### src/hdl/rx_serdes_pkg.sv
// Receive deserializer shared types
// Tap, register address and register data widths plus the register map

`default_nettype none

package rx_serdes_pkg;

    //**************************************************
    // Meaningful widths
    //**************************************************
    typedef logic [3:0] tap_t;          // Delay line tap select
    typedef logic [1:0] cfg_addr_t;     // Config register address
    typedef logic [7:0] cfg_data_t;     // Config write data

    //**************************************************
    // Register map
    //**************************************************
    localparam cfg_addr_t ADDR_TAPS = 2'd0;     // Delay tap register
    localparam cfg_addr_t ADDR_CTRL = 2'd1;     // Enable and bitslip

    // Control register bit positions
    localparam int CTRL_EN_BIT   = 0;           // Stored enable level
    localparam int CTRL_SLIP_BIT = 1;           // Write 1 for one slip

endpackage

`default_nettype wire
### src/hdl/rx_cfg_if.sv
// Configuration bundle from the register block to the receive path
// Tap select and enable are levels, bitslip and cfg_seen are pulses

`default_nettype none

interface rx_cfg_if
    import rx_serdes_pkg::*;
();

    tap_t tap_sel;      // Delay tap for the bit delay line
    logic rx_en;        // Receive enable level
    logic bitslip;      // One-cycle slip request
    logic cfg_seen;     // One-cycle pulse on any write

    // Register block side
    modport src (
        output tap_sel,
        output rx_en,
        output bitslip,
        output cfg_seen
    );

    // Delay line only needs the tap
    modport dly (
        input tap_sel
    );

    // Deserializer control
    modport des (
        input rx_en,
        input bitslip,
        input cfg_seen
    );

endinterface

`default_nettype wire

### src/hdl/rx_serdes_top.sv
// Receive deserializer top level
// Config registers, bit delay, deserializer and lock-gated capture
// on the single fast clock

`default_nettype none

module rx_serdes_top
    import rx_serdes_pkg::*;
#(
    parameter int WIDTH       = 10,         // Deserialization width
    parameter int TAP_MAX     = 16,         // Delay taps
    parameter int LOCK_CYCLES = 255         // Lock wait length
) (
    input  logic             clkGHz_clkbuf,
    input  logic             reset_buf_n,
    input  logic             enable_n,      // Active low pin enable
    input  logic             data_i,        // Serial data
    input  logic             cfg_wr,
    input  cfg_addr_t        cfg_addr,
    input  cfg_data_t        cfg_wdata,
    output logic [WIDTH-1:0] data_o,
    output logic             word_strobe,   // Aligned with data_o
    output logic             ready
);

    logic             bit_dly;      // Delay line output
    logic [WIDTH-1:0] des_word;     // Deserializer word
    logic             des_strobe;   // Deserializer word strobe

    //**************************************************
    // Configuration
    //**************************************************
    rx_cfg_if u_cfg_if ();

    rx_cfg_regs #(
        .TAP_MAX       (TAP_MAX)
    ) u_cfg_regs (
        .clkGHz_clkbuf (clkGHz_clkbuf),
        .reset_buf_n   (reset_buf_n),
        .enable_n      (enable_n),
        .cfg_wr        (cfg_wr),
        .cfg_addr      (cfg_addr),
        .cfg_wdata     (cfg_wdata),
        .cfg           (u_cfg_if.src)
    );

    //**************************************************
    // Receive path
    //**************************************************
    rx_bit_delay #(
        .TAP_MAX       (TAP_MAX)
    ) u_bit_delay (
        .clkGHz_clkbuf (clkGHz_clkbuf),
        .reset_buf_n   (reset_buf_n),
        .data_i        (data_i),
        .cfg           (u_cfg_if.dly),
        .bit_dly       (bit_dly)
    );

    rx_deserializer #(
        .WIDTH         (WIDTH)
    ) u_deserializer (
        .clkGHz_clkbuf (clkGHz_clkbuf),
        .reset_buf_n   (reset_buf_n),
        .bit_dly       (bit_dly),
        .cfg           (u_cfg_if.des),
        .word          (des_word),
        .word_strobe   (des_strobe)
    );

    rx_word_capture #(
        .WIDTH         (WIDTH),
        .LOCK_CYCLES   (LOCK_CYCLES)
    ) u_word_capture (
        .clkGHz_clkbuf (clkGHz_clkbuf),
        .reset_buf_n   (reset_buf_n),
        .word          (des_word),
        .word_strobe   (des_strobe),
        .data_o        (data_o),
        .data_strobe   (word_strobe),   // Registered copy goes out
        .ready         (ready)
    );

endmodule

`default_nettype wire

### src/hdl/rx_word_capture.sv
// Lock-wait counter and gated output word register
// Words are passed to data_o only once the lock wait has expired

`default_nettype none

module rx_word_capture #(
    parameter int WIDTH       = 10,         // Word width
    parameter int LOCK_CYCLES = 255         // Cycles before ready
) (
    input  logic             clkGHz_clkbuf,
    input  logic             reset_buf_n,
    input  logic [WIDTH-1:0] word,          // From the deserializer
    input  logic             word_strobe,
    output logic [WIDTH-1:0] data_o,        // Held between strobes
    output logic             data_strobe,   // Aligned with data_o
    output logic             ready
);

    localparam int LOCK_W = $clog2(LOCK_CYCLES + 1);

    typedef logic [LOCK_W-1:0] lock_cnt_t;

    localparam lock_cnt_t LOCK_LAST = lock_cnt_t'(LOCK_CYCLES);

    lock_cnt_t lock_cnt;        // Saturating wait counter
    logic      take_word;

    assign ready     = (lock_cnt == LOCK_LAST);
    assign take_word = word_strobe && ready;    // Early words are lost

    //**************************************************
    // Lock wait
    //**************************************************
    always_ff @(posedge clkGHz_clkbuf or negedge reset_buf_n) begin
        if (!reset_buf_n) begin
            lock_cnt <= '0;
        end else if (!ready) begin
            lock_cnt <= lock_cnt + 1'b1;    // Stops at LOCK_CYCLES
        end
    end

    //**************************************************
    // Output register
    //**************************************************
    always_ff @(posedge clkGHz_clkbuf or negedge reset_buf_n) begin
        if (!reset_buf_n) begin
            data_o      <= '0;
            data_strobe <= 1'b0;
        end else begin
            data_strobe <= take_word;
            if (take_word) begin
                data_o <= word;
            end
        end
    end

endmodule

`default_nettype wire

### src/hdl/rx_deserializer.sv
// Serial-to-parallel shifter for the receive path
// Fills words LSB first under a bit counter, strobes each finished word
// and applies bitslip by stalling the counter for one bit

`default_nettype none

module rx_deserializer #(
    parameter int WIDTH = 10                // Deserialization width, 3 to 10
) (
    input  logic             clkGHz_clkbuf,
    input  logic             reset_buf_n,
    input  logic             bit_dly,       // Bit from the delay line
    rx_cfg_if.des            cfg,
    output logic [WIDTH-1:0] word,          // Completed word
    output logic             word_strobe    // One cycle per word
);

    localparam int CNT_W = $clog2(WIDTH);

    typedef logic [CNT_W-1:0] bit_cnt_t;
    typedef logic [WIDTH-1:0] word_t;

    localparam bit_cnt_t CNT_LAST = bit_cnt_t'(WIDTH - 1);

    bit_cnt_t bit_cnt;          // Position of the next bit in the word
    word_t    asm_q;            // Assembly shift register
    word_t    asm_next;
    logic     take_bit;         // Bit counted this cycle
    logic     word_done;        // Last bit of a word counted

    //**************************************************
    // Bit acceptance
    //**************************************************
    // A slip write also raises cfg_seen in the same cycle.
    // Slip is checked first so that repeated slips add up.
    assign take_bit  = cfg.rx_en && !cfg.bitslip && !cfg.cfg_seen;
    assign word_done = take_bit && (bit_cnt == CNT_LAST);
    assign asm_next  = {bit_dly, asm_q[WIDTH-1:1]};    // New bit at MSB

    //**************************************************
    // Bit counter
    //**************************************************
    always_ff @(posedge clkGHz_clkbuf or negedge reset_buf_n) begin
        if (!reset_buf_n) begin
            bit_cnt <= '0;
        end else if (!cfg.rx_en) begin
            bit_cnt <= '0;                  // Disabled, restart alignment
        end else if (cfg.bitslip) begin
            bit_cnt <= bit_cnt;             // Stall, bit is dropped
        end else if (cfg.cfg_seen) begin
            bit_cnt <= '0;                  // Any write restarts
        end else if (word_done) begin
            bit_cnt <= '0;
        end else begin
            bit_cnt <= bit_cnt + 1'b1;
        end
    end

    // Assembly register, WIDTH shifts push the first bit down to bit 0
    always_ff @(posedge clkGHz_clkbuf) begin
        if (take_bit) begin
            asm_q <= asm_next;
        end
    end

    //**************************************************
    // Word output
    //**************************************************
    always_ff @(posedge clkGHz_clkbuf) begin
        if (word_done) begin
            word <= asm_next;               // Include the last bit
        end
    end

    always_ff @(posedge clkGHz_clkbuf or negedge reset_buf_n) begin
        if (!reset_buf_n) begin
            word_strobe <= 1'b0;
        end else begin
            word_strobe <= word_done;       // Aligned with word
        end
    end

endmodule

`default_nettype wire

### src/hdl/rx_bit_delay.sv
// Input bit register and tap-selectable delay line
// Bit sampled on edge n leaves the line after edge n+1+tap_sel

`default_nettype none

module rx_bit_delay #(
    parameter int TAP_MAX = 16              // Number of delay stages
) (
    input  logic  clkGHz_clkbuf,
    input  logic  reset_buf_n,
    input  logic  data_i,                   // Fast serial input
    rx_cfg_if.dly cfg,
    output logic  bit_dly                   // Delayed bit to deserializer
);

    logic               bit_q;              // Input capture flop
    logic [TAP_MAX-1:0] chain_q;            // Stage 0 is the shortest tap

    //**************************************************
    // Capture and shift chain
    //**************************************************
    always_ff @(posedge clkGHz_clkbuf or negedge reset_buf_n) begin
        if (!reset_buf_n) begin
            bit_q   <= 1'b0;
            chain_q <= '0;                  // No stale bits after reset
        end else begin
            bit_q   <= data_i;
            chain_q <= {chain_q[TAP_MAX-2:0], bit_q};   // Push toward MSB
        end
    end

    // Tap mux
    assign bit_dly = chain_q[cfg.tap_sel];

endmodule

`default_nettype wire

### src/hdl/rx_cfg_regs.sv
// Receive path configuration registers
// Holds the delay tap and enable bit, turns control writes into slip pulses
// and merges the registered enable pin into rx_en

`default_nettype none

module rx_cfg_regs
    import rx_serdes_pkg::*;
#(
    parameter int TAP_MAX = 16              // Delay line depth
) (
    input  logic      clkGHz_clkbuf,
    input  logic      reset_buf_n,
    input  logic      enable_n,             // Pin enable, active low
    input  logic      cfg_wr,               // Write strobe
    input  cfg_addr_t cfg_addr,
    input  cfg_data_t cfg_wdata,
    rx_cfg_if.src     cfg
);

    // Highest reachable tap, in tap and write data widths
    localparam tap_t      TAP_LAST   = tap_t'(TAP_MAX - 1);
    localparam cfg_data_t TAP_LAST_W = cfg_data_t'(TAP_MAX - 1);

    tap_t tap_q;            // Stored tap
    logic en_ctrl_q;        // Stored enable bit
    logic en_pin_q;         // Registered inverse of enable_n
    logic slip_q;           // Bitslip pulse
    logic seen_q;           // Any-write pulse
    logic wr_taps;
    logic wr_ctrl;

    //**************************************************
    // Write decode
    //**************************************************
    assign wr_taps = cfg_wr && (cfg_addr == ADDR_TAPS);
    assign wr_ctrl = cfg_wr && (cfg_addr == ADDR_CTRL);

    //**************************************************
    // Stored registers
    //**************************************************
    always_ff @(posedge clkGHz_clkbuf or negedge reset_buf_n) begin
        if (!reset_buf_n) begin
            tap_q     <= '0;
            en_ctrl_q <= 1'b0;
        end else begin
            if (wr_taps) begin
                if (cfg_wdata > TAP_LAST_W) begin
                    tap_q <= TAP_LAST;          // Clamp to last stage
                end else begin
                    tap_q <= tap_t'(cfg_wdata);
                end
            end
            if (wr_ctrl) begin
                en_ctrl_q <= cfg_wdata[CTRL_EN_BIT];
            end
        end
    end

    //**************************************************
    // Pulses and pin enable
    //**************************************************
    always_ff @(posedge clkGHz_clkbuf or negedge reset_buf_n) begin
        if (!reset_buf_n) begin
            slip_q   <= 1'b0;
            seen_q   <= 1'b0;
            en_pin_q <= 1'b0;
        end else begin
            slip_q   <= wr_ctrl && cfg_wdata[CTRL_SLIP_BIT];    // Not stored
            seen_q   <= cfg_wr;                                 // Any address
            en_pin_q <= ~enable_n;
        end
    end

    // Outputs onto the config bundle
    assign cfg.tap_sel  = tap_q;
    assign cfg.rx_en    = en_ctrl_q & en_pin_q;     // Both enables needed
    assign cfg.bitslip  = slip_q;
    assign cfg.cfg_seen = seen_q;

endmodule

`default_nettype wire

### config.mk
export PLATFORM = sky130hd
export DESIGN_NAME = rx_serdes_top
export DESIGN_NICKNAME = d
export VERILOG_FILES = /design/src/hdl/rx_serdes_pkg.sv /design/src/hdl/rx_cfg_if.sv /design/src/hdl/rx_serdes_top.sv /design/src/hdl/rx_word_capture.sv /design/src/hdl/rx_deserializer.sv /design/src/hdl/rx_bit_delay.sv /design/src/hdl/rx_cfg_regs.sv
export SDC_FILE = /design/constraint.sdc
export NUM_CORES = 1
export LEC_CHECK = 0
export ABC_AREA = 1
export BUFFER_PORTS_ARGS = -buffer_cell sky130_fd_sc_hd__buf_2
export CORE_MARGIN = 1
export CORE_UTILIZATION = 57
export DETAILED_ROUTE_END_ITERATION = 10
export PLACE_DENSITY = 0.8
export SYNTH_ARGS = -nofsm -noshare
export SYNTH_HDL_FRONTEND = slang
export SYNTH_SLANG_ARGS = --single-unit
### constraint.sdc
create_clock -name clkGHz_clkbuf -period 2.8 [get_ports clkGHz_clkbuf]
set_clock_uncertainty 0.2 [all_clocks]
set_input_delay 0.56 -clock clkGHz_clkbuf [delete_from_list [all_inputs] [get_ports clkGHz_clkbuf]]
set_output_delay 0.56 -clock clkGHz_clkbuf [all_outputs]
set_load 0.05 [all_outputs]
After elaboration in Yosys (flattened, before gate mapping). Index checks and enable logic that the tools add are counted. W data, S select, Z words.

Output and inout bits: 12. Logic and storage cells: 41. Bits in registers: 69. Input port bits: 15.

Equality and inequality tests: 4. Bitwise operators: 2. Reduce and logical (&&, ||, !) cells: 10. Multiplexer cells: 7. Add/subtract/negate cells: 2. Magnitude comparators: 2.

Operator list (number): $mux W4 (5); $add A8 B1 Y8 const B (1); $eq A8 B8 Y1 const B (1); $gt A8 B4 Y1 const B (1); $logic_and A1 B1 Y1 (7); $lt A4 B5 Y1 const B (1); $add A4 B1 Y4 const B (1); $bmux W1 S4 (1); $eq A4 B4 Y1 const B (1); $eq A2 B1 Y1 const B (1); $logic_not A1 Y1 (2); $logic_not A2 Y1 (1); $ne A2 B2 Y1 const B (1); $and A1 B1 Y1 (1); $mux W1 (1); $not A1 Y1 (1).

Logic depth before layout (Yosys ltp). Gate-level depths: netlist (run 1).

Word-level depth: 8. Depth in mapped cells: 10. Mapped depth without buffers: 9.

By module. A second synthesis (run 1) with hierarchy kept.

Cells, all modules: 258. Area total of the unflattened synthesis: 2760.1 um^2.

Modules (own cells, without submodules): rx_word_capture (times used 1, area each 899.6 um^2, sequential area each 475.5 um^2, cells an instance 101); rx_deserializer (times used 1, area each 868.3 um^2, sequential area each 695.7 um^2, cells an instance 49); rx_bit_delay (times used 1, area each 653.1 um^2, sequential area each 425.4 um^2, cells an instance 67); rx_cfg_regs (times used 1, area each 339.1 um^2, sequential area each 200.2 um^2, cells an instance 41).

Least setup slack after synthesis (run 1). Ideal clock, no wire load.

Path type: register to register. From: register u_deserializer.bit_cnt[1]. To: register u_deserializer.word[0], enable pin. Period minus slack after synthesis: 2.332 ns. Buffers on the path: 0. Library setup time: 0.406 ns. Slack: 0.468 ns. Cell stages (with the launch flop): 5. Arrival time: 1.726 ns. Data required time: 2.194 ns. Path through: dfrtp_1 inv_1 ha_1 nand3_1 nor4_1.

Word-level cells in the longest chain between the ends: 2.

RTL lines: start: declaration (RTL line rx_deserializer.sv:25) `bit_cnt_t bit_cnt;`; start signal: assignment (RTL line rx_deserializer.sv:49) `bit_cnt <= bit_cnt;`; start signal: assignment (RTL line rx_deserializer.sv:55) `bit_cnt <= bit_cnt + 1'b1;`; $eq A4 B4 Y1 (RTL line rx_deserializer.sv:37) `assign word_done = take_bit && (bit_cnt == CNT_LAST);`; $logic_and A1 B1 Y1 (RTL line rx_deserializer.sv:37); via u_deserializer.word_done (RTL line rx_deserializer.sv:29) `logic word_done;`; end signal: assignment (RTL line rx_deserializer.sv:71) `word <= asm_next;`; end: declaration (RTL line rx_deserializer.sv:14) `output logic [WIDTH-1:0] word,`.

The timed path passes the listed nets, and every way through them passes these cells. A chain may end at the register's enable or synchronous reset.

Worst setup path in the final report (run 1).
From: register u_word_capture.lock_cnt[0]. To: output port ready.

Word-level cells in the longest chain between the ends: 1.

RTL lines: start: declaration (RTL line rx_word_capture.sv:25) `lock_cnt_t lock_cnt;`; start signal: assignment (RTL line rx_word_capture.sv:38) `lock_cnt <= lock_cnt + 1'b1;`; $eq A8 B8 Y1 (RTL line rx_word_capture.sv:28) `assign ready = (lock_cnt == LOCK_LAST);`; end: declaration (RTL line rx_serdes_top.sv:23) `output logic ready`.

Every way passes these cells.

==> impl_metrics.yaml, run 1 <==
route:
  ant_nets: 0
  vias_per_cell: 4.963
  drt_iter0_drc: 66
  drc: 0
  first_pass_iters: 5
  wl_per_cell_um: 11.73
  vias: 1613
  drt_wl_total_um: 3813
grt:
  grt_first_pass_wirelength_um: 6665
  grt_max_degree: 50
  grt_usage: 0.1857
  grt_overflow: 0
  grt_pass1_vias: 1505
  grt_antenna_before_repair: 0
cts:
  cts.clk_slew.worst_paths_ns: 0.07
  cts_buffers: 9
  clock-sinks: 68
  clk_path_buf_depth: 2
  ctsResizeCount: 0
  clk_latency_ns: 0.33
  postCtsSetupBuffers: 0
  cts_tree: "built"
  cts_root_buf: "clkbuf_8"
  hold_buffers: 0
  htreeDepth: 3
setup_path:
  crit_required_ns: 2.04
  critPathLaunchType: "register"
  cp.arrival_ns: 1.55
  crit_path_end_kind: "output port"
  path_class: "reg -> out"
  critPathMaxFanout: 7
power:
  total_power_uw: 1990
  irDropWorstVdd_mv: 0.5077
  power.density_nw_per_um2: 668.1
  p_leak_uw: 0.001483
finish:
  fin_nets: 286
  final_common_cell: "nand2_1"
  final_cell_mix: "nand2_1 (68), dfrtp_1 (49), inv_1 (26), buf_2 (26), nand3_1 (21)"
  fillers: 317
  drive_gt1_frac: 0.1941
  final_cells: 325
  antenna_cells: 0
  area_growth_pct: 16.15
  utilization: 0.6842
timing:
  maxSlewViolCount: 0
  setup_viol: 0
  tns_ns: 0
  slew_headroom: 0.6039
  min_period_ns: 2.306
  fmax_mhz: 433.6
  fin_crit_sh: 0.8237
  tightestPinTransition_ns: 0.5942
  fin_ws_ns: 0.4937
  hold_viol: 0
  rsz0062_at_grt: "no"
synthesis:
  yosysUniqueCellTypes: 23
  synth_fp_nets: 249
  avgSynthCellArea_um2: 11.10
  syn_inst: 231
  ys_seq_area_frac: 0.7005
  synth.yosys.warnings: 0
  ys_ff_latch: 68
  netlist_area_um2: 2565
floorplanning:
  num_rows: 24
  core_um2: 4354
  die_h_um: 69.08
  start_util: 0.5891
  dieWidth_um: 69.08
  dieArea_um2: 4772
  ioPinCount: 27
run_status:
  status: "completed"
run:
  max-cap-violations: 0
placement:
  gp_congestion: 0.7644
  port_buffers: 26
  dp_hpwl_um: 2554
  dp_slack_ns: 0.8403
  dp_cells: 309
hold_path:
  hp-class: "in -> async"
## layout make-up
| class | count | area (um^2) | area share |
|---|---|---|---|
| Sequential cell | 68 | 1797 | 0.6031 |
| Timing Repair Buffer | 29 | 152.6 | 0.05124 |
| Inverter | 30 | 113.9 | 0.03822 |
| Clock buffer | 11 | 141.4 | 0.04746 |
| Tap cell | 52 | 65.06 | 0.02184 |
| Clock inverter | 5 | 75.07 | 0.02520 |
| Multi-Input combinational cell | 130 | 634.4 | 0.2129 |
## report_power, final
group	internal, uW	total (uW)	switching (uW)
Combinational	25.2	69.3	44.1
Sequential	1050	1070	16.6
Clock	520	854	334
Total	1600	1990	395
## worst paths after layout
check,cells after the start,slack (ns),from,end
max,6,0.49,u_word_capture.lock_cnt[0]$_DFFE_PN0N_,ready
min,2,0.11,reset_buf_n,u_word_capture.lock_cnt[7]$_DFFE_PN0N_
max reg2reg,9,1.00,u_word_capture.lock_cnt[0]$_DFFE_PN0N_,u_word_capture.data_o[3]$_DFFE_PN0P_
min reg2reg,0,0.16,u_bit_delay.bit_q$_DFF_PN0_,u_bit_delay.chain_q[0]$_DFF_PN0_
max in group asynchronous,2,1.88,reset_buf_n,u_cfg_regs.en_ctrl_q$_DFFE_PN0N_
min in group clkGHz_clkbuf,1,0.14,data_i,u_bit_delay.bit_q$_DFF_PN0_
## per-stage QoR
step                hold slack [ns]  area, um^2
global route                 0.1216        2979
global placement             0.1399        2763
finish                       0.1115        2979
CTS                          0.1202        2979
floorplan                   0.06441        2565
detailed placement           0.1373        2763
## flip-flops by register name, summed over array words and instances (netlist names)
name,flops
u_deserializer.word_strobe,1
u_bit_delay.bit_q,1
u_word_capture.lock_cnt,8
u_cfg_regs.cfg.bitslip,1
u_cfg_regs.cfg.tap_sel,4
u_deserializer.bit_cnt,4
u_cfg_regs.en_ctrl_q,1
u_word_capture.data_strobe,1
u_bit_delay.chain_q,16
u_cfg_regs.en_pin_q,1
u_deserializer.asm_q,9
u_deserializer.word,10
u_cfg_regs.cfg.cfg_seen,1
u_word_capture.data_o,10
## Yosys cell counts
cell,n,area share
clkinv_2,1,0.0019
ha_1,3,0.015
xor2_1,2,0.0068
xnor2_1,3,0.010
nor2_1,11,0.016
clkinv_1,1,0.0015
o22ai_1,2,0.0049
nand2_2,4,0.0098
buf_6,1,0.0044
nand2_1,68,0.10
nor3_1,1,0.0019
buf_4,2,0.0059
o21ai_0,8,0.016
nor4_1,1,0.0024
nand2_4,1,0.0044
dfrtp_1,49,0.48
nand3_1,21,0.041
inv_2,2,0.0029
nand3b_1,1,0.0029
a22oi_1,2,0.0059
edfxtp_1,19,0.22
nor2_4,2,0.0088
inv_1,26,0.038
## per-layer routing
metal  global-route usage  wire [um]  vias to the layer above  share of wire
li1                     -          -                      810              -
met4               0.1202         47                        0          0.012
met3              0.05409        149                        5          0.039
met2               0.2794       1801                       44           0.47
met1               0.2363       1814                      754           0.48
met5                    0          0                        -              0
## worst max-delay path, cell delays in order (launching register included)
cell and delay [ns]:
dfrtp_1 0.38, ha_1 0.20, nand2_2 0.09, nor2_4 0.12
nand2_4 0.09, clkinv_2 0.08, buf_2 0.26
## cells by family (layout without fill, tap and decap cells)
kind of cell             count (synthesis)  in the layout  share of synthesized area
AO/OA/AOI/OAI                           12             12                    0.02634
adder cells (fa/ha/maj)                  3              3                    0.01464
XOR/XNOR                                 5              5                    0.01708
flip-flops                              68             68                     0.7005
AND/OR/NAND/NOR                        110            110                     0.1868
buffers and inverters                   33             75                    0.05463
Note: power is estimated with default switching activity, not from simulation.
==> run 2: changes to the inputs <==
--- a/config.mk
+++ b/config.mk
@@ -8,9 +8,9 @@
 export ABC_AREA = 1
 export BUFFER_PORTS_ARGS = -buffer_cell sky130_fd_sc_hd__buf_2
 export CORE_MARGIN = 1
-export CORE_UTILIZATION = 57
+export CORE_UTILIZATION = 51
 export DETAILED_ROUTE_END_ITERATION = 10
-export PLACE_DENSITY = 0.8
+export PLACE_DENSITY = 0.75
 export SYNTH_ARGS = -nofsm -noshare
 export SYNTH_HDL_FRONTEND = slang
 export SYNTH_SLANG_ARGS = --single-unit
==> constraint.sdc (replaced) <==
create_clock -name clkGHz_clkbuf -period 2 [get_ports clkGHz_clkbuf]
set_clock_uncertainty 0.2 [all_clocks]
set_input_delay 0.4 -clock clkGHz_clkbuf [delete_from_list [all_inputs] [get_ports clkGHz_clkbuf]]
set_output_delay 0.4 -clock clkGHz_clkbuf [all_outputs]
set_load 0.05 [all_outputs]
==> run 2 against run 1 <==
Compared with the run above: the run now ends with setup timing left; first-iteration DRC count increased by 9.1%; largest power group unchanged; sequential share of layout area shrank 2.4 points; global-route usage shrank 1.6 points; clock power increased by 16%; via count increased by 2.9%; power up 30%; combinational power increased by 56%; worst hold slack got worse by 0.018 ns; register-to-register slack lost 0.60 ns; wire length is 3.6% higher; clock-buffer cell count down 1.
==> impl_metrics.yaml, run 2 (synthesis results as in run 1) <==
route:
  vias_per_cell: 4.686
  wl_per_cell_um: 11.16
  first_pass_iters: 4
  drt_wl_total_um: 3952
  ant_nets: 0
  drc: 0
  drt_iter0_drc: 72
  vias: 1659
setup_path:
  cp.arrival_ns: 1.41
  crit_required_ns: 1.40
  r2r-start: "u_word_capture.lock_cnt[0]$_DFFE_PN0N_"
  crit_path_end_kind: "output port"
  crit_start: "u_word_capture.lock_cnt[0]$_DFFE_PN0N_"
  reg2reg_depth: 9
  path_class: "reg -> out"
  critPathMaxFanout: 4
  critPathLaunchType: "register"
cts:
  clk_path_buf_depth: 2
  cts_buffers: 9
  cts_root_buf: "clkbuf_8"
  clk_latency_ns: 0.34
  htreeDepth: 3
  clock-sinks: 68
  cts_tree: "built"
  cts.clk_slew.worst_paths_ns: 0.08
timing:
  hold_viol: 0
  fin_crit_sh: 1.007
  maxSlewViolCount: 0
  rsz0062_at_grt: "yes"
  min_period_ns: 2.013
  fin_ws_ns: -0.01307
  tightestPinTransition_ns: 0.5080
  tns_ns: -0.01307
  slew_headroom: 0.6613
  setup_viol: 1
  fmax_mhz: 496.8
finish:
  seq_area_um2: 1797
  utilization: 0.6484
  final_cell_mix: "nand2_1 (68), dfrtp_1 (49), inv_1 (26), buf_2 (25), nand3_1 (21)"
  largest-register: "u_bit_delay.chain_q"
  drive_gt1_frac: 0.2334
  multi_input_area_um2: 636.9
  final_common_cell: "nand2_1"
  fin_nets: 300
  area_growth_pct: 20.98
  final_cells: 354
  largest_reg_flops: 16
  antenna_cells: 0
  largest_registers: "u_bit_delay.chain_q x16, u_deserializer.word x10, u_word_capture.data_o x10"
  fillers: 380
grt:
  grt_pass1_vias: 1515
  grt_overflow: 0
  grt_max_degree: 30
  grt_usage: 0.1694
  grt_antenna_before_repair: 0
  grt_first_pass_wirelength_um: 6472
floorplanning:
  dieWidth_um: 72.92
  ioPinCount: 27
  dieArea_um2: 5317
  num_rows: 25
  die_h_um: 72.92
  start_util: 0.5359
  core_um2: 4786
power:
  irDropWorstVdd_mv: 0.6367
  power.density_nw_per_um2: 834.1
  p_leak_uw: 0.001526
  total_power_uw: 2588
hold_path:
  hold_start: "cfg_wdata[1]"
  min_path_cells: 3
  hp-class: "in -> reg"
run_status:
  violations: "setup timing"
  status: "complete, but fails checks"
placement:
  dp_hpwl_um: 2503
  dp_cells: 326
  dp_slack_ns: 0.2095
  port_buffers: 26
  gp_congestion: 0.8229
run:
  max-cap-violations: 0
## run 2: cell count changes in the layout (fill, tap and decap cells not counted), sizes merged
cell and change:
clkinvlp +3, bufinv -2, clkbuf -1, buf +10, dlygate4sd3 +4
## run 2: critical path: stages, from the launching register on
cell	delay, ns
dfrtp_1	0.37
ha_2	0.20
nand2_2	0.08
nor2_4	0.15
nand2_4	0.07
clkinv_4	0.06
buf_8	0.13
## run 2: area by class of cell
cell class	count	area share
multi-input combinational	130	0.2052
tap	67	0.02702
clock buffer	10	0.04435
timing repair buffer	43	0.09355
sequential	68	0.5790
inverter	30	0.03790
clock inverter	6	0.01290
## run 2: layer usage
| layer | global-route usage | routed length, um | part of all wire | up-vias |
|---|---|---|---|---|
| met5 | 0 | 0 | 0 | - |
| met4 | 0.06754 | 67 | 0.017 | 0 |
| met3 | 0.07459 | 201 | 0.051 | 9 |
| met2 | 0.2513 | 1760 | 0.45 | 46 |
| met1 | 0.2196 | 1922 | 0.49 | 770 |
| li1 | - | - | - | 834 |
## run 2: final timing paths
check,to,slack [ns]
worst min-delay path,u_cfg_regs.cfg.bitslip$_DFF_PN0_,0.09
max in group asynchronous,u_bit_delay.chain_q[0]$_DFF_PN0_,0.71
worst max register to register,u_word_capture.data_o[7]$_DFFE_PN0P_,0.40
worst min register to register,u_bit_delay.chain_q[0]$_DFF_PN0_,0.16
min in group asynchronous,u_word_capture.data_o[3]$_DFFE_PN0P_,0.36
worst max-delay path,ready,-0.01
## run 2: power by group
group	total [uW]	leakage (uW)	switching, uW	internal (uW)
registers	1490	0.000781	22.6	1470
clock network	988	0.0000803	510	478
logic	108	0.000665	64.4	43.7
## run 2: repair_timing
action | 4_1_cts | 5_1_grt
gates resized for setup | 3 | 2
pin swaps | 2 | 3
buffers inserted | 4 | 4
hold buffers | 4 | 0
setup endpoints to repair | 1 | 1
hold endpoints to repair | 23 | 0
gates cloned | 0 | 0
## run 2: per-stage QoR
| step | hold WS, ns | cell area (um^2) |
|---|---|---|
| after floorplan | -0.09559 | 2571 |
| after global placement | 0.1355 | 2809 |
| after detailed placement | 0.1470 | 2809 |
| after CTS | 0.08344 | 3067 |
| after global routing | 0.1107 | 3103 |
| final | 0.09383 | 3103 |
==> run 3: changes to the inputs <==
--- a/config.mk
+++ b/config.mk
@@ -11,6 +11,7 @@
 export CORE_UTILIZATION = 51
 export DETAILED_ROUTE_END_ITERATION = 10
 export PLACE_DENSITY = 0.75
+export SKIP_LAST_GASP = 1
 export SYNTH_ARGS = -nofsm -noshare
 export SYNTH_HDL_FRONTEND = slang
 export SYNTH_SLANG_ARGS = --single-unit
==> constraint.sdc (replaced) <==
create_clock -name clkGHz_clkbuf -period 1.8 [get_ports clkGHz_clkbuf]
set_clock_uncertainty 0.2 [all_clocks]
set_input_delay 0.36 -clock clkGHz_clkbuf [delete_from_list [all_inputs] [get_ports clkGHz_clkbuf]]
set_output_delay 0.36 -clock clkGHz_clkbuf [all_outputs]
set_load 0.05 [all_outputs]
==> run 3 against run 2 <==
Compared with the run above: register-to-register slack got worse by 0.24 ns; non-clock buffer count fell by 4; power rose by 8.8%; first-iteration DRC count rose by 47%; clock-buffer cell count rose by 3; via count fell by 0.24%; final cell count fell by 1.1%; critical endpoint unchanged; critical path depth did not move; combinational power rose by 15%; the run still ends with setup timing left.
==> impl_metrics.yaml, run 3 (synthesis results as in run 1) <==
grt:
  grt_max_degree: 50
  grt_overflow: 0
  grt_usage: 0.1881
  gr-usage-met3: 0.07044
  met2_usage: 0.2856
  grt_busiest_layer: "met2"
  grt_antenna_before_repair: 0
  gr-usage-met1: 0.2396
  grt_first_pass_wirelength_um: 7210
  grt_pass1_vias: 1651
setup_path:
  crit_required_ns: 1.24
  r2r_end: "u_deserializer.word[3]$_DFFE_PP_"
  crit_path_end_kind: "output port"
  critPathMaxFanout: 3
  reg2reg_depth: 5
  path_class: "reg -> out"
  r2r-start: "u_deserializer.bit_cnt[1]$_DFFE_PN0P_"
  cp.arrival_ns: 1.33
  critPathLaunchType: "register"
  crit_start: "u_word_capture.lock_cnt[1]$_DFFE_PN0N_"
  regToRegSetupSlack_ns: 0.16
timing:
  holdWs_ns: 0.06412
  fmax_mhz: 529.3
  rsz0062_at_grt: "yes"
  setup_viol: 1
  tightestPinTransition_ns: 0.2645
  fin_ws_ns: -0.08917
  hold_viol: 0
  slew_headroom: 0.8226
  maxSlewViolCount: 0
  fin_crit_sh: 1.050
  min_period_ns: 1.889
route:
  drt_iter0_drc: 106
  drt_wl_total_um: 4043
  vias: 1655
  wl_per_cell_um: 11.55
  drc: 0
  first_pass_iters: 4
  ant_nets: 0
  vias_per_cell: 4.729
hold_path:
  min_to: "u_cfg_regs.cfg.bitslip$_DFF_PN0_"
  hold_start: "cfg_wdata[1]"
  min_path_cells: 3
  hp-class: "in -> reg"
run:
  max-cap-violations: 0
floorplanning:
  dieWidth_um: 72.92
  start_util: 0.5359
  die_h_um: 72.92
  num_rows: 25
  ioPinCount: 27
  core_um2: 4786
  dieArea_um2: 5317
placement:
  dp_hpwl_um: 2697
  port_buffers: 26
  gp_congestion: 0.7965
  dp_slack_ns: 0.007629
cts:
  clock-sinks: 68
  cts_tree: "built"
  clk_path_buf_depth: 2
  clk_latency_ns: 0.33
  htreeDepth: 3
  cts_buffers: 9
  cts_root_buf: "clkbuf_8"
  cts.clk_slew.worst_paths_ns: 0.07
finish:
  fin_nets: 296
  drive_gt1_frac: 0.2085
  largest-register: "u_bit_delay.chain_q"
  antenna_cells: 0
  final_cell_mix: "nand2_1 (68), dfrtp_1 (49), inv_1 (26), buf_2 (25), nand3_1 (21)"
  largest_reg_flops: 16
  final_common_cell: "nand2_1"
  fillers: 383
  area_growth_pct: 20.78
  largest_registers: "u_bit_delay.chain_q x16, u_deserializer.word x10, u_word_capture.data_o x10"
power:
  internal-power_uw: 2211
  p_sw_uw: 604.0
  power.density_nw_per_um2: 908.7
  p_seq_frac: 0.590
  p_leak_uw: 0.001532
  total_power_uw: 2815
  comb_power_share: 0.044
  clkPwrFrac: 0.366
  p_sw_frac: 0.2145
  irDropWorstVdd_mv: 0.4820
run_status:
  violations: "setup timing"
  status: "complete, but fails checks"
## run 3: changes by cell type in the layout (fill, tap and decap cells not counted), sizes merged
cell / previous run / this run
buf: 39 / 35
clkinvlp: 4 / 0
clkbuf: 10 / 13
clkinv: 4 / 5
## run 3: cell type report
class	count	area, um^2	share of cell area
Inverter	30	117.6	0.03796
Tap cell	67	83.83	0.02706
Clock inverter	3	12.51	0.004039
Clock buffer	13	148.9	0.04806
Sequential cell	68	1797	0.5800
Timing Repair Buffer	39	272.8	0.08805
Multi-Input combinational cell	130	665.6	0.2149
## run 3: worst max path at each step
stage | endpoint | slack [ns] | cells past startpoint
2_1_floorplan | u_word_capture.data_o[1]$_DFFE_PN0P_ | 0.07 | 10
4_1_cts | ready | -0.14 | 6
3_5_place_dp | ready | 0.008 | 6
6_report | ready | -0.09 | 6
5_1_grt | ready | -0.16 | 6
3_3_place_gp | ready | 0.1 | 6
## run 3: per-layer routing
| layer | vias up | share of wire |
|---|---|---|
| met5 | - | 0 |
| met4 | 0 | 0.015 |
| met3 | 6 | 0.035 |
| met2 | 29 | 0.49 |
| met1 | 792 | 0.46 |
| li1 | 828 | - |
## run 3: what timing repair did
item	4_1_cts	5_1_grt
pin swaps	4	3
setup endpoints to repair	1	1
hold buffers	4	0
cloned	0	0
buffers inserted	4	0
resized for setup	7	0
endpoints found under the hold margin	52	0
## run 3: worst max-delay path: stages, from the launching register on
cell      delay, ns
dfrtp_1        0.40
ha_4           0.16
nand2_4        0.06
nor2_4         0.12
nand2_4        0.07
clkinv_4       0.05
buf_8          0.13
## run 3: power groups by stage
stage | Combinational [uW] | Sequential (uW) | Clock [uW]
final | 124 | 1660 | 1030
after global routing | 146 | 1660 | 1160
after CTS | 127 | 1660 | 1070
after detailed placement | 119 | 1690 | 0
after global placement | 116 | 1690 | 0
after floorplan | 61.6 | 1680 | 0
## run 3: metrics by stage
| step | std cells | setup TNS [ns] | utilization | area, um^2 |
|---|---|---|---|---|
| floorplan | 231 | 0 | - | 2585 |
| global placement | 326 | 0 | 0.5924 | 2835 |
| detailed placement | 326 | 0 | 0.5924 | 2835 |
| CTS | 350 | -0.1380 | 0.6473 | 3098 |
| global route | 350 | -0.1645 | 0.6473 | 3098 |
| finish | 350 | -0.08917 | 0.6473 | 3098 |
